File: src/hw/mem_pkg.sv
// Memory side widths
package mem_pkg;

  // One instruction word
  localparam int WORD_BITS = 32;

  // Words moved per refill
  localparam int WORDS_PER_LINE = 8;

  // Whole line as it crosses the memory bus
  // Word 0 sits in the top bits, word 7 in the bottom bits
  localparam int LINE_BITS = WORD_BITS * WORDS_PER_LINE;

endpackage

File: src/hw/icache_pkg.sv
// Instruction cache definitions
package icache_pkg;

  // Default number of sets for the top level
  localparam int DEFAULT_SETS = 8;

  // Fetch address split
  localparam int ADDR_BITS = 32;
  localparam int LINE_ADDR_BITS = 27;
  localparam int WORD_IDX_BITS = 3;
  localparam int BYTE_OFF_BITS = 2;

  // Per-set line state
  typedef enum logic {
    INVALID = 1'b0,
    VALID   = 1'b1
  } line_state_e;

  // Field view of a fetch address
  // The line address holds the tag above the set index
  typedef struct packed {
    logic [LINE_ADDR_BITS-1:0] line;
    logic [WORD_IDX_BITS-1:0]  word;
    logic [BYTE_OFF_BITS-1:0]  offset;
  } fetch_fields_t;

  // The same 32 bits read flat or by fields
  typedef union packed {
    logic [ADDR_BITS-1:0] flat;
    fetch_fields_t        f;
  } fetch_addr_u;

endpackage
File: src/hw/icache_top.sv
// Two port instruction cache
module icache_top #(
  parameter int SETS = icache_pkg::DEFAULT_SETS
) (
  input  logic                          cs,
  input  logic                          i_arst_n,

  input  logic [mem_pkg::WORD_BITS-1:0] i_addr_0,
  input  logic                          i_read_0,
  output logic [mem_pkg::WORD_BITS-1:0] o_instr_0,
  output logic                          o_hit_0,

  input  logic [mem_pkg::WORD_BITS-1:0] i_addr_1,
  input  logic                          i_read_1,
  output logic [mem_pkg::WORD_BITS-1:0] o_instr_1,
  output logic                          o_hit_1,

  output logic                          o_mem_read,
  output logic [mem_pkg::WORD_BITS-1:0] o_mem_addr,
  input  logic                          i_mem_ready,
  input  logic [mem_pkg::LINE_BITS-1:0] i_mem_data
);

  localparam int SET_BITS = $clog2(SETS);
  localparam int TAG_BITS = icache_pkg::LINE_ADDR_BITS - SET_BITS;

  // Read views
  logic [SET_BITS-1:0]           rd_set_0;
  logic [SET_BITS-1:0]           rd_set_1;
  logic [TAG_BITS-1:0]           rd_tag_0;
  logic [TAG_BITS-1:0]           rd_tag_1;
  icache_pkg::line_state_e       rd_state_0;
  icache_pkg::line_state_e       rd_state_1;
  logic [mem_pkg::LINE_BITS-1:0] rd_line_0;
  logic [mem_pkg::LINE_BITS-1:0] rd_line_1;

  logic miss_0;
  logic miss_1;

  // Refill write
  logic                          wr_en;
  logic [SET_BITS-1:0]           wr_set;
  logic [TAG_BITS-1:0]           wr_tag;
  logic [mem_pkg::LINE_BITS-1:0] wr_line;

  icache_store #(.SETS(SETS)) u_store (
    .cs          (cs),
    .i_arst_n    (i_arst_n),
    .i_rd_set_0  (rd_set_0),
    .i_rd_set_1  (rd_set_1),
    .o_rd_tag_0  (rd_tag_0),
    .o_rd_tag_1  (rd_tag_1),
    .o_rd_state_0(rd_state_0),
    .o_rd_state_1(rd_state_1),
    .o_rd_line_0 (rd_line_0),
    .o_rd_line_1 (rd_line_1),
    .i_wr_en     (wr_en),
    .i_wr_set    (wr_set),
    .i_wr_tag    (wr_tag),
    .i_wr_line   (wr_line)
  );

  icache_lookup #(.SETS(SETS)) u_lookup_0 (
    .i_addr (i_addr_0),
    .i_read (i_read_0),
    .o_set  (rd_set_0),
    .i_tag  (rd_tag_0),
    .i_state(rd_state_0),
    .i_line (rd_line_0),
    .o_instr(o_instr_0),
    .o_hit  (o_hit_0),
    .o_miss (miss_0)
  );

  icache_lookup #(.SETS(SETS)) u_lookup_1 (
    .i_addr (i_addr_1),
    .i_read (i_read_1),
    .o_set  (rd_set_1),
    .i_tag  (rd_tag_1),
    .i_state(rd_state_1),
    .i_line (rd_line_1),
    .o_instr(o_instr_1),
    .o_hit  (o_hit_1),
    .o_miss (miss_1)
  );

  icache_refill #(.SETS(SETS)) u_refill (
    .cs         (cs),
    .i_arst_n   (i_arst_n),
    .i_addr_0   (i_addr_0),
    .i_addr_1   (i_addr_1),
    .i_miss_0   (miss_0),
    .i_miss_1   (miss_1),
    .i_mem_ready(i_mem_ready),
    .i_mem_data (i_mem_data),
    .o_mem_read (o_mem_read),
    .o_mem_addr (o_mem_addr),
    .o_wr_en    (wr_en),
    .o_wr_set   (wr_set),
    .o_wr_tag   (wr_tag),
    .o_wr_line  (wr_line)
  );

endmodule

File: src/hw/icache_refill.sv
// Miss arbitration and line refill
module icache_refill #(
  parameter int SETS = 8
) (
  input  logic                                               cs,
  input  logic                                               i_arst_n,

  input  logic [mem_pkg::WORD_BITS-1:0]                      i_addr_0,
  input  logic [mem_pkg::WORD_BITS-1:0]                      i_addr_1,
  input  logic                                               i_miss_0,
  input  logic                                               i_miss_1,

  input  logic                                               i_mem_ready,
  input  logic [mem_pkg::LINE_BITS-1:0]                      i_mem_data,
  output logic                                               o_mem_read,
  output logic [mem_pkg::WORD_BITS-1:0]                      o_mem_addr,

  output logic                                               o_wr_en,
  output logic [$clog2(SETS)-1:0]                            o_wr_set,
  output logic [icache_pkg::LINE_ADDR_BITS-$clog2(SETS)-1:0] o_wr_tag,
  output logic [mem_pkg::LINE_BITS-1:0]                      o_wr_line
);

  localparam int SET_BITS = $clog2(SETS);

  icache_pkg::fetch_addr_u miss_addr;
  icache_pkg::fetch_addr_u req_q;
  logic fetching_q;
  logic any_miss;
  logic line_done;

  // Port 0 wins when both miss
  assign miss_addr.flat = i_miss_0 ? i_addr_0 : i_addr_1;
  assign any_miss       = i_miss_0 | i_miss_1;

  // Ready only counts while a request is open
  assign line_done = fetching_q & i_mem_ready;

  // Idle when low, fetching when high
  always_ff @(posedge cs or negedge i_arst_n) begin
    if (!i_arst_n) begin
      fetching_q <= 1'b0;
      req_q.flat <= '0;
    end else if (!fetching_q) begin
      if (any_miss) begin
        fetching_q     <= 1'b1;
        req_q.f.line   <= miss_addr.f.line;
        req_q.f.word   <= '0;
        req_q.f.offset <= '0;
      end
    end else if (line_done) begin
      fetching_q <= 1'b0;
    end
  end

  assign o_mem_read = fetching_q;
  assign o_mem_addr = req_q.flat;

  // Write lands on the ready edge
  assign o_wr_en   = line_done;
  assign o_wr_set  = req_q.f.line[SET_BITS-1:0];
  assign o_wr_tag  = req_q.f.line[icache_pkg::LINE_ADDR_BITS-1:SET_BITS];
  assign o_wr_line = i_mem_data;

endmodule

File: src/hw/icache_lookup.sv
// Single port cache lookup
module icache_lookup #(
  parameter int SETS = 8
) (
  input  logic [mem_pkg::WORD_BITS-1:0]                      i_addr,
  input  logic                                               i_read,

  output logic [$clog2(SETS)-1:0]                            o_set,
  input  logic [icache_pkg::LINE_ADDR_BITS-$clog2(SETS)-1:0] i_tag,
  input  icache_pkg::line_state_e                            i_state,
  input  logic [mem_pkg::LINE_BITS-1:0]                      i_line,

  output logic [mem_pkg::WORD_BITS-1:0]                      o_instr,
  output logic                                               o_hit,
  output logic                                               o_miss
);

  localparam int SET_BITS = $clog2(SETS);
  localparam int TAG_BITS = icache_pkg::LINE_ADDR_BITS - SET_BITS;

  icache_pkg::fetch_addr_u addr;
  logic [TAG_BITS-1:0] addr_tag;
  logic [0:mem_pkg::WORDS_PER_LINE-1][mem_pkg::WORD_BITS-1:0] words;
  logic tag_match;

  assign addr.flat = i_addr;

  // Set index is the low part of the line address, tag the rest
  assign o_set    = addr.f.line[SET_BITS-1:0];
  assign addr_tag = addr.f.line[icache_pkg::LINE_ADDR_BITS-1:SET_BITS];

  assign words     = i_line;
  assign tag_match = (addr_tag == i_tag);

  always_comb begin
    o_hit   = 1'b0;
    o_miss  = 1'b0;
    o_instr = '0;
    if (i_read) begin
      if (tag_match && (i_state == icache_pkg::VALID)) begin
        o_hit   = 1'b1;
        o_instr = words[addr.f.word];
      end else begin
        // Raise a miss level until refill lands the line
        o_miss = 1'b1;
      end
    end
  end

endmodule

File: src/hw/icache_store.sv
// Cache set storage
module icache_store #(
  parameter int SETS = 8
) (
  input  logic                                         cs,
  input  logic                                         i_arst_n,

  input  logic [$clog2(SETS)-1:0]                      i_rd_set_0,
  input  logic [$clog2(SETS)-1:0]                      i_rd_set_1,
  output logic [icache_pkg::LINE_ADDR_BITS-$clog2(SETS)-1:0] o_rd_tag_0,
  output logic [icache_pkg::LINE_ADDR_BITS-$clog2(SETS)-1:0] o_rd_tag_1,
  output icache_pkg::line_state_e                      o_rd_state_0,
  output icache_pkg::line_state_e                      o_rd_state_1,
  output logic [mem_pkg::LINE_BITS-1:0]                o_rd_line_0,
  output logic [mem_pkg::LINE_BITS-1:0]                o_rd_line_1,

  input  logic                                         i_wr_en,
  input  logic [$clog2(SETS)-1:0]                      i_wr_set,
  input  logic [icache_pkg::LINE_ADDR_BITS-$clog2(SETS)-1:0] i_wr_tag,
  input  logic [mem_pkg::LINE_BITS-1:0]                i_wr_line
);

  localparam int SET_BITS = $clog2(SETS);
  localparam int TAG_BITS = icache_pkg::LINE_ADDR_BITS - SET_BITS;

  logic [TAG_BITS-1:0] tag_q [SETS];
  logic [0:mem_pkg::WORDS_PER_LINE-1][mem_pkg::WORD_BITS-1:0] data_q [SETS];
  icache_pkg::line_state_e state_q [SETS];

  // Every line starts INVALID after reset
  always_ff @(posedge cs or negedge i_arst_n) begin
    if (!i_arst_n) begin
      for (int s = 0; s < SETS; s++) begin
        state_q[s] <= icache_pkg::INVALID;
      end
    end else if (i_wr_en) begin
      state_q[i_wr_set] <= icache_pkg::VALID;
    end
  end

  // Refill replaces tag and line of one set
  always_ff @(posedge cs) begin
    if (i_wr_en) begin
      tag_q[i_wr_set]  <= i_wr_tag;
      data_q[i_wr_set] <= i_wr_line;
    end
  end

  // Read views for the two lookup ports
  assign o_rd_tag_0   = tag_q[i_rd_set_0];
  assign o_rd_state_0 = state_q[i_rd_set_0];
  assign o_rd_line_0  = data_q[i_rd_set_0];

  assign o_rd_tag_1   = tag_q[i_rd_set_1];
  assign o_rd_state_1 = state_q[i_rd_set_1];
  assign o_rd_line_1  = data_q[i_rd_set_1];

endmodule

File: config.mk
export PLATFORM = sky130hd
export DESIGN_NAME = icache_top
export DESIGN_NICKNAME = d
export VERILOG_FILES = /design/src/hw/mem_pkg.sv /design/src/hw/icache_pkg.sv /design/src/hw/icache_top.sv /design/src/hw/icache_refill.sv /design/src/hw/icache_lookup.sv /design/src/hw/icache_store.sv
export SDC_FILE = /design/constraint.sdc
export NUM_CORES = 2
export LEC_CHECK = 0
export BUFFER_PORTS_ARGS = -buffer_cell sky130_fd_sc_hd__buf_2
export CELL_PAD_IN_SITES_DETAIL_PLACEMENT = 0
export CELL_PAD_IN_SITES_GLOBAL_PLACEMENT = 1
export CORE_MARGIN = 2
export CORE_UTILIZATION = 55
export CTS_CLUSTER_DIAMETER = 120
export CTS_CLUSTER_SIZE = 24
export DETAILED_ROUTE_END_ITERATION = 7
export PLACE_DENSITY_LB_ADDON = 0.1
export SLEW_MARGIN = 0
export SYNTH_ARGS = -nofsm -noshare
export SYNTH_HDL_FRONTEND = slang
export SYNTH_SLANG_ARGS = --single-unit
File: constraint.sdc
create_clock -name cs -period 25.3 [get_ports cs]
set_clock_uncertainty 0.2 [all_clocks]
set_input_delay 6.325 -clock cs [delete_from_list [all_inputs] [get_ports cs]]
set_output_delay 6.325 -clock cs [all_outputs]
set_load 0.02 [all_outputs]
-- Word-level counts from Yosys, hierarchy flattened
Memories as Yosys holds them, arrays and structs flattened.
Index checks and enable logic that the tools add are counted.
- register bits: 36
- bits in latches: 0
- RAM bits: 2240
- ROM bits: 0
- bits of input ports: 325
- memories kept: 2
- memory list (memory ; depth ; bits a word ; rd ports ; clocked after Yosys merged registers in ; wr ports ; line ; text):
    u_store.data_q ; 8 ; 256 ; 2 ; 0 ; 1 ; icache_store.sv:27 ; logic [0:mem_pkg::WORDS_PER_LINE-1][mem_pkg::WORD_BITS-1:0] data_q [SETS];
    u_store.tag_q ; 8 ; 24 ; 2 ; 0 ; 1 ; icache_store.sv:26 ; logic [TAG_BITS-1:0] tag_q [SETS];
- add/sub/neg operators: 0
- $mul: 0
- divide/modulo/power cells: 0
- $lt $le $gt $ge: 6
- eq/ne operators: 2
- shifts and indexed selects: 0
- multiplexer cells: 32
- bitwise logic cells: 9
- reductions and logical operators: 4
- operators with widths (kind ; number):
    $mux W32 ; 9
    $bmux W32 S3 ; 2
    $eq A24 B24 Y1 ; 2
    $ge A4 B4 Y1 const B ; 5
    $not A3 Y4 ; 5
    $mux W1 ; 18
    $or A8 B8 Y8 ; 1
    $bmux W1 S3 ; 2
    $lt A4 B1 Y1 const B ; 1
    $demux W1 S3 ; 1
    $logic_and A1 B1 Y1 ; 3
    $reduce_and A2 Y1 ; 1
    $and A1 B1 Y1 ; 1
    $not A1 Y1 ; 1
    $or A1 B1 Y1 ; 1

-- Depth between registers and ports, before layout
- depth in word-level cells: 10
- gate-level depth with buffers: 13
- gate-level depth less buffers: 8

-- Modules after synthesis
A second synthesis with hierarchy kept.
- cells, all modules: 5075
- area total of the unflattened synthesis: 109643.9 um^2
- by module, submodules not included (module ; instances ; cells each ; area an instance (um^2)):
    icache_store ; 1 ; 4272 ; 100865.5
    icache_lookup ; 2 ; 192 ; 2533.7
    icache_refill ; 1 ; 419 ; 3711.1

-- Worst setup path before layout
Ideal clock, no wire load.
- path kind: input to register
- start: input i_mem_ready
- end: register u_store.state_q[6] (netlist name)
- arrival time: 26.924 ns
- required time: 24.922 ns
- setup slack: -2.001 ns
- stages: 3
- path buffers: 0
- cell sequence: nand3_1 > nor3_1 > or2_2
- word-level cells in the longest chain between the ends: 1
- RTL lines (what ; line ; text):
    from (decl) ; icache_top.sv:20 ; input logic i_mem_ready,
    $and A1 B1 Y1 ; icache_refill.sv:37 ; assign line_done = fetching_q & i_mem_ready;
    to (signal, indexed assignment) ; icache_store.sv:34 ; state_q[s] <= icache_pkg::INVALID;
    to (signal, indexed assignment) ; icache_store.sv:37 ; state_q[i_wr_set] <= icache_pkg::VALID;
    to (decl) ; icache_store.sv:28 ; icache_pkg::line_state_e state_q [SETS];
Every way passes these cells.
A chain may end at the register's enable or synchronous reset.

-- Worst setup path in the final report
- start: input i_addr_0[7] (netlist name)
- end: output o_instr_0[22] (netlist name)
- word-level cells in the longest chain between the ends: 7
- elaborated cells on any way between the ends: 13
- RTL lines (what ; line ; text):
    from (decl) ; icache_top.sv:8 ; input logic [mem_pkg::WORD_BITS-1:0] i_addr_0,
    branches (longest 5 deep; another with $mem_v2 Z8 W256) ; n/a ;
    $mux W32 (*) ; icache_lookup.sv:40 ; if (tag_match && (i_state == icache_pkg::VALID)) begin
    $mux W32 (*) ; icache_lookup.sv:39 ; if (i_read) begin
    to (decl) ; icache_top.sv:10 ; output logic [mem_pkg::WORD_BITS-1:0] o_instr_0,
Mark *: on every way between the ends. The select of a mux whose other input is x is not followed.

==> reports/summary.log <==
qor: run_status.status finished clean
qor: min_path.holdPathStages 1
qor: critical_path.crit_arrival 12.16 ns
qor: routing.routed_met2_length 134 mm
qor: routing.firstDrtPassIters 6
qor: layout.finalCoreUtilization 59.3%
qor: die.fp.coreArea 190000 µm²
qor: layout.layout.area.seq 68200 µm²
qor: synthesis.dominantRegCellSynth edfxtp_1
qor: sta.worst_pin_slew 1.19 ns
qor: sta.maxSlewViolCount 0
qor: power.total_leakage_power 34.8 nW
qor: placed_design.port-buffer-count 414
qor: synthesis.synth_top_family_by_area multiplexers
qor: die.die_y 440 µm
qor: routing.met3RoutedLength 23.0 mm
qor: sta.final_min_period_over_clock_period 73.8%
qor: routing.via_count 52831
qor: sta.achievable-frequency 53.5 MHz
qor: routing.via_per_inst 7.22
qor: synthesis.synth_mux_area_share 31.2%
qor: die.ios 424
qor: synthesis.yosys.area_share.adder 0%
qor: sta.fin_crit_period 18.68 ns
qor: synthesis.synth.yosys.seq_area_share 65.1%
qor: die.die_area 194000 µm²
qor: synthesis.synthArstFlopShare 1.58%
qor: synthesis.synth_xor_area_share 0.310%
qor: placed_design.finalWeightedCongestion 0.820
qor: clock_network.cts.reportedPaths.clkPinSlew 0.09 ns
qor: critical_path.critPathKind input pin to output port
qor: synthesis.count_of_yosys_warnings_during_synthesis 0
qor: sta.tightest_slew_margin_relative_to_the_limit 20.8%
qor: layout.drive_gt1_share 43.4%
qor: routing.drc 0
qor: global_route.grt_first_pass_wirelength 400 mm
qor: global_route.grt_util_all_layers 29.3%
qor: routing.routed_wl 280 mm
qor: placed_design.placement.setup.worst_slack 6.59 ns
qor: routing.ant_nets 0
qor: synthesis.synthMostInstantiatedCell edfxtp_1
qor: global_route.grt_start_max_net_pins 124
qor: synthesis.synth-edff-count 2240
qor: die.start_util 55.2%
qor: clock_network.largest_buffer_count_on_any_clock_path 3
qor: clock_network.cts_tree yes
qor: global_route.gr-total-overflow 0
qor: clock_network.hold_buffers 0
qor: routing.first_iter_violations 6313
qor: critical_path.critPathMaxFanout 51
qor: synthesis.yosysTopAreaCellShare 64.3%
qor: critical_path.crit_required 18.77 ns
qor: synthesis.postSynthCellCount 4474
qor: clock_network.clock-sinks 2276
qor: synthesis.synth_simple_gate_area_share 0.967%
qor: synthesis.synthesis.area 105000 µm²
qor: min_path.holdCritPathClass flop to flop
qor: clock_network.cts_bufs_inserted 104
qor: layout.final_area 112000 µm²
qor: die.row_count 160
qor: synthesis.synth_compound_area_share 0.861%
qor: layout.syn2layout_area_growth 7.33%
qor: sta.tns 0 ns
qor: critical_path.worst_r2r_path_depth 7
qor: synthesis.postSynthRegisterBits 2276
qor: layout.finish.net_count 5069
qor: run.max_cap_violations 0
qor: placed_design.dpl-instance-area 109000 µm²
qor: die.die_x 440 µm
qor: synthesis.synth.top_cells.by_area edfxtp_1 (64%), mux4_2 (30%), mux2i_1 (1.0%)
qor: synthesis.mean_cell_area_of_the_mapped_netlist 23.4 µm²
qor: sta.hold-worst-slack 0.303 ns
qor: power.power.density_cell_area 68.2 nW/µm²
qor: sta.timing.final.hold_violations 0
qor: placed_design.place.detailed.hpwl 168 mm
qor: routing.highest_layer met5
qor: power.vdd_ir_drop_max 0.0536 mV
qor: synthesis.synth_top_cell_by_area edfxtp_1
qor: clock_network.cts-root-buf clkbuf_16
qor: routing.detail_route.wirelength.met1 113 mm
qor: routing.detail_route.wl_per_cell 38.2 µm
qor: clock_network.cts.repair_timing.setup_buffer_count 0
qor: layout.area_of_the_multi_input_gates 35000 µm²
qor: sta.setup_viol_count_final 0
qor: clock_network.worst_skew_pair.late_latency 0.79 ns
qor: critical_path.setup.worst_path.end_class output port
qor: clock_network.cts-htree-levels 3
qor: global_route.number_of_antenna_violations_at_the_first_check_in_global_routing 121
qor: sta.setup_repair_after_global_routing_missed_its_margin no
qor: sta.setup_slack 6.62 ns
qor: critical_path.worst_setup_path_start_kind input pin
qor: clock_network.cts_resized 0
qor: synthesis.ys_types 48
qor: synthesis.synth.top_cells.by_count edfxtp_1 (2240), mux4_2 (1390), clkbuf_1 (192), buf_2 (116), mux2i_1 (108)
qor: layout.fill_cells 13363
qor: global_route.vias_in_the_first_global_route 53676
critical path, cell delays in order:
cell and delay, ns:
buf_8 0.52, buf_4 0.82, buf_4 0.85, mux4_2 0.41, mux2i_1 0.20, xnor2_1 0.14, nor4_2 0.31, nand3_1 0.27
nor3_2 0.19, buf_4 0.48, nand2_1 0.47, a211oi_1 0.70, buf_2 0.29
metal layers:
metal	vias to the layer above	GRT usage, %
li1	20684	-
met4	82	9.13
met2	2335	45.0
met3	478	5.27
met5	-	0
met1	29252	43.6
layout by cell type, fill, tap and decap left out, types with 20 or more instances in the layout:
cell | synthesis | final
buf_2 | 116 | 402
diode_2 | 0 | 39
clkbuf_1 | 192 | 21
mux2_2 | 21 | 21
o221a_1 | 20 | 20
buf_4 | 11 | 98
dfrtp_1 | 36 | 36
a211oi_1 | 26 | 26
clkbuf_16 | 0 | 109
mux2i_1 | 108 | 108
mux4_2 | 1390 | 1390
edfxtp_1 | 2240 | 2240
and3_1 | 57 | 57
or3_1 | 32 | 32
logic make-up after synthesis:
group	count (synthesis)
muxes	1519
other	1
buffers and inverters	363
and+or+nand+nor	170
xor gates and xnor gates	37
AOI/OAI and AO/OA	108
DFF	2276
per-stage QoR:
| step | power, mW | std cells |
|---|---|---|
| after floorplan | 5.49 | 4478 |
| after global placement | 5.80 | 7149 |
| after detailed placement | 5.83 | 7149 |
| after CTS | 7.71 | 7282 |
| after global routing | 7.91 | 7297 |
| final | 7.66 | 7321 |
area by class of cell:
cell class	count	area share [%]
Clock buffer	130	2.50
Tap cell	2511	2.80
Sequential cell	2276	60.7
Timing Repair Buffer	520	2.76
Multi-Input combinational cell	1839	31.1
Antenna cell	39	0.0869
Clock inverter	3	0.0423
Inverter	3	0.0100
flip-flops by register name (all words and copies together) (netlist names):
signal,cells
u_store.data_q,2048
u_store.tag_q,192
u_refill.o_mem_addr,27
u_store.state_q,8
u_refill.o_mem_read,1
power breakdown:
group / internal, mW / switching, mW / leakage (nW)
clock: 0.790 / 1.13 / 1.39
combinational: 0.481 / 0.641 / 12.8
sequential: 4.48 / 0.132 / 20.6
total: 5.75 / 1.90 / 34.8
final timing paths:
check | start | slack (ns) | endpoint
worst max-delay path | i_addr_0[7] | 6.62 | o_instr_0[22]
worst min-delay path | u_store.state_q[6]$_DFFE_PN0P_ | 0.30 | u_store.state_q[6]$_DFFE_PN0P_
worst max register to register | u_refill.o_mem_read$_DFF_PN0_ | 19.44 | u_store.data_q[2][245]$_DFFE_PP_
worst min register to register | u_store.state_q[6]$_DFFE_PN0P_ | 0.30 | u_store.state_q[6]$_DFFE_PN0P_
max in group asynchronous | i_arst_n | 18.76 | u_store.state_q[6]$_DFFE_PN0P_
min in group asynchronous | i_arst_n | 5.51 | u_refill.o_mem_addr[13]$_DFFE_PN0P_
No activity file was read; power rests on OpenSTA's default activity.
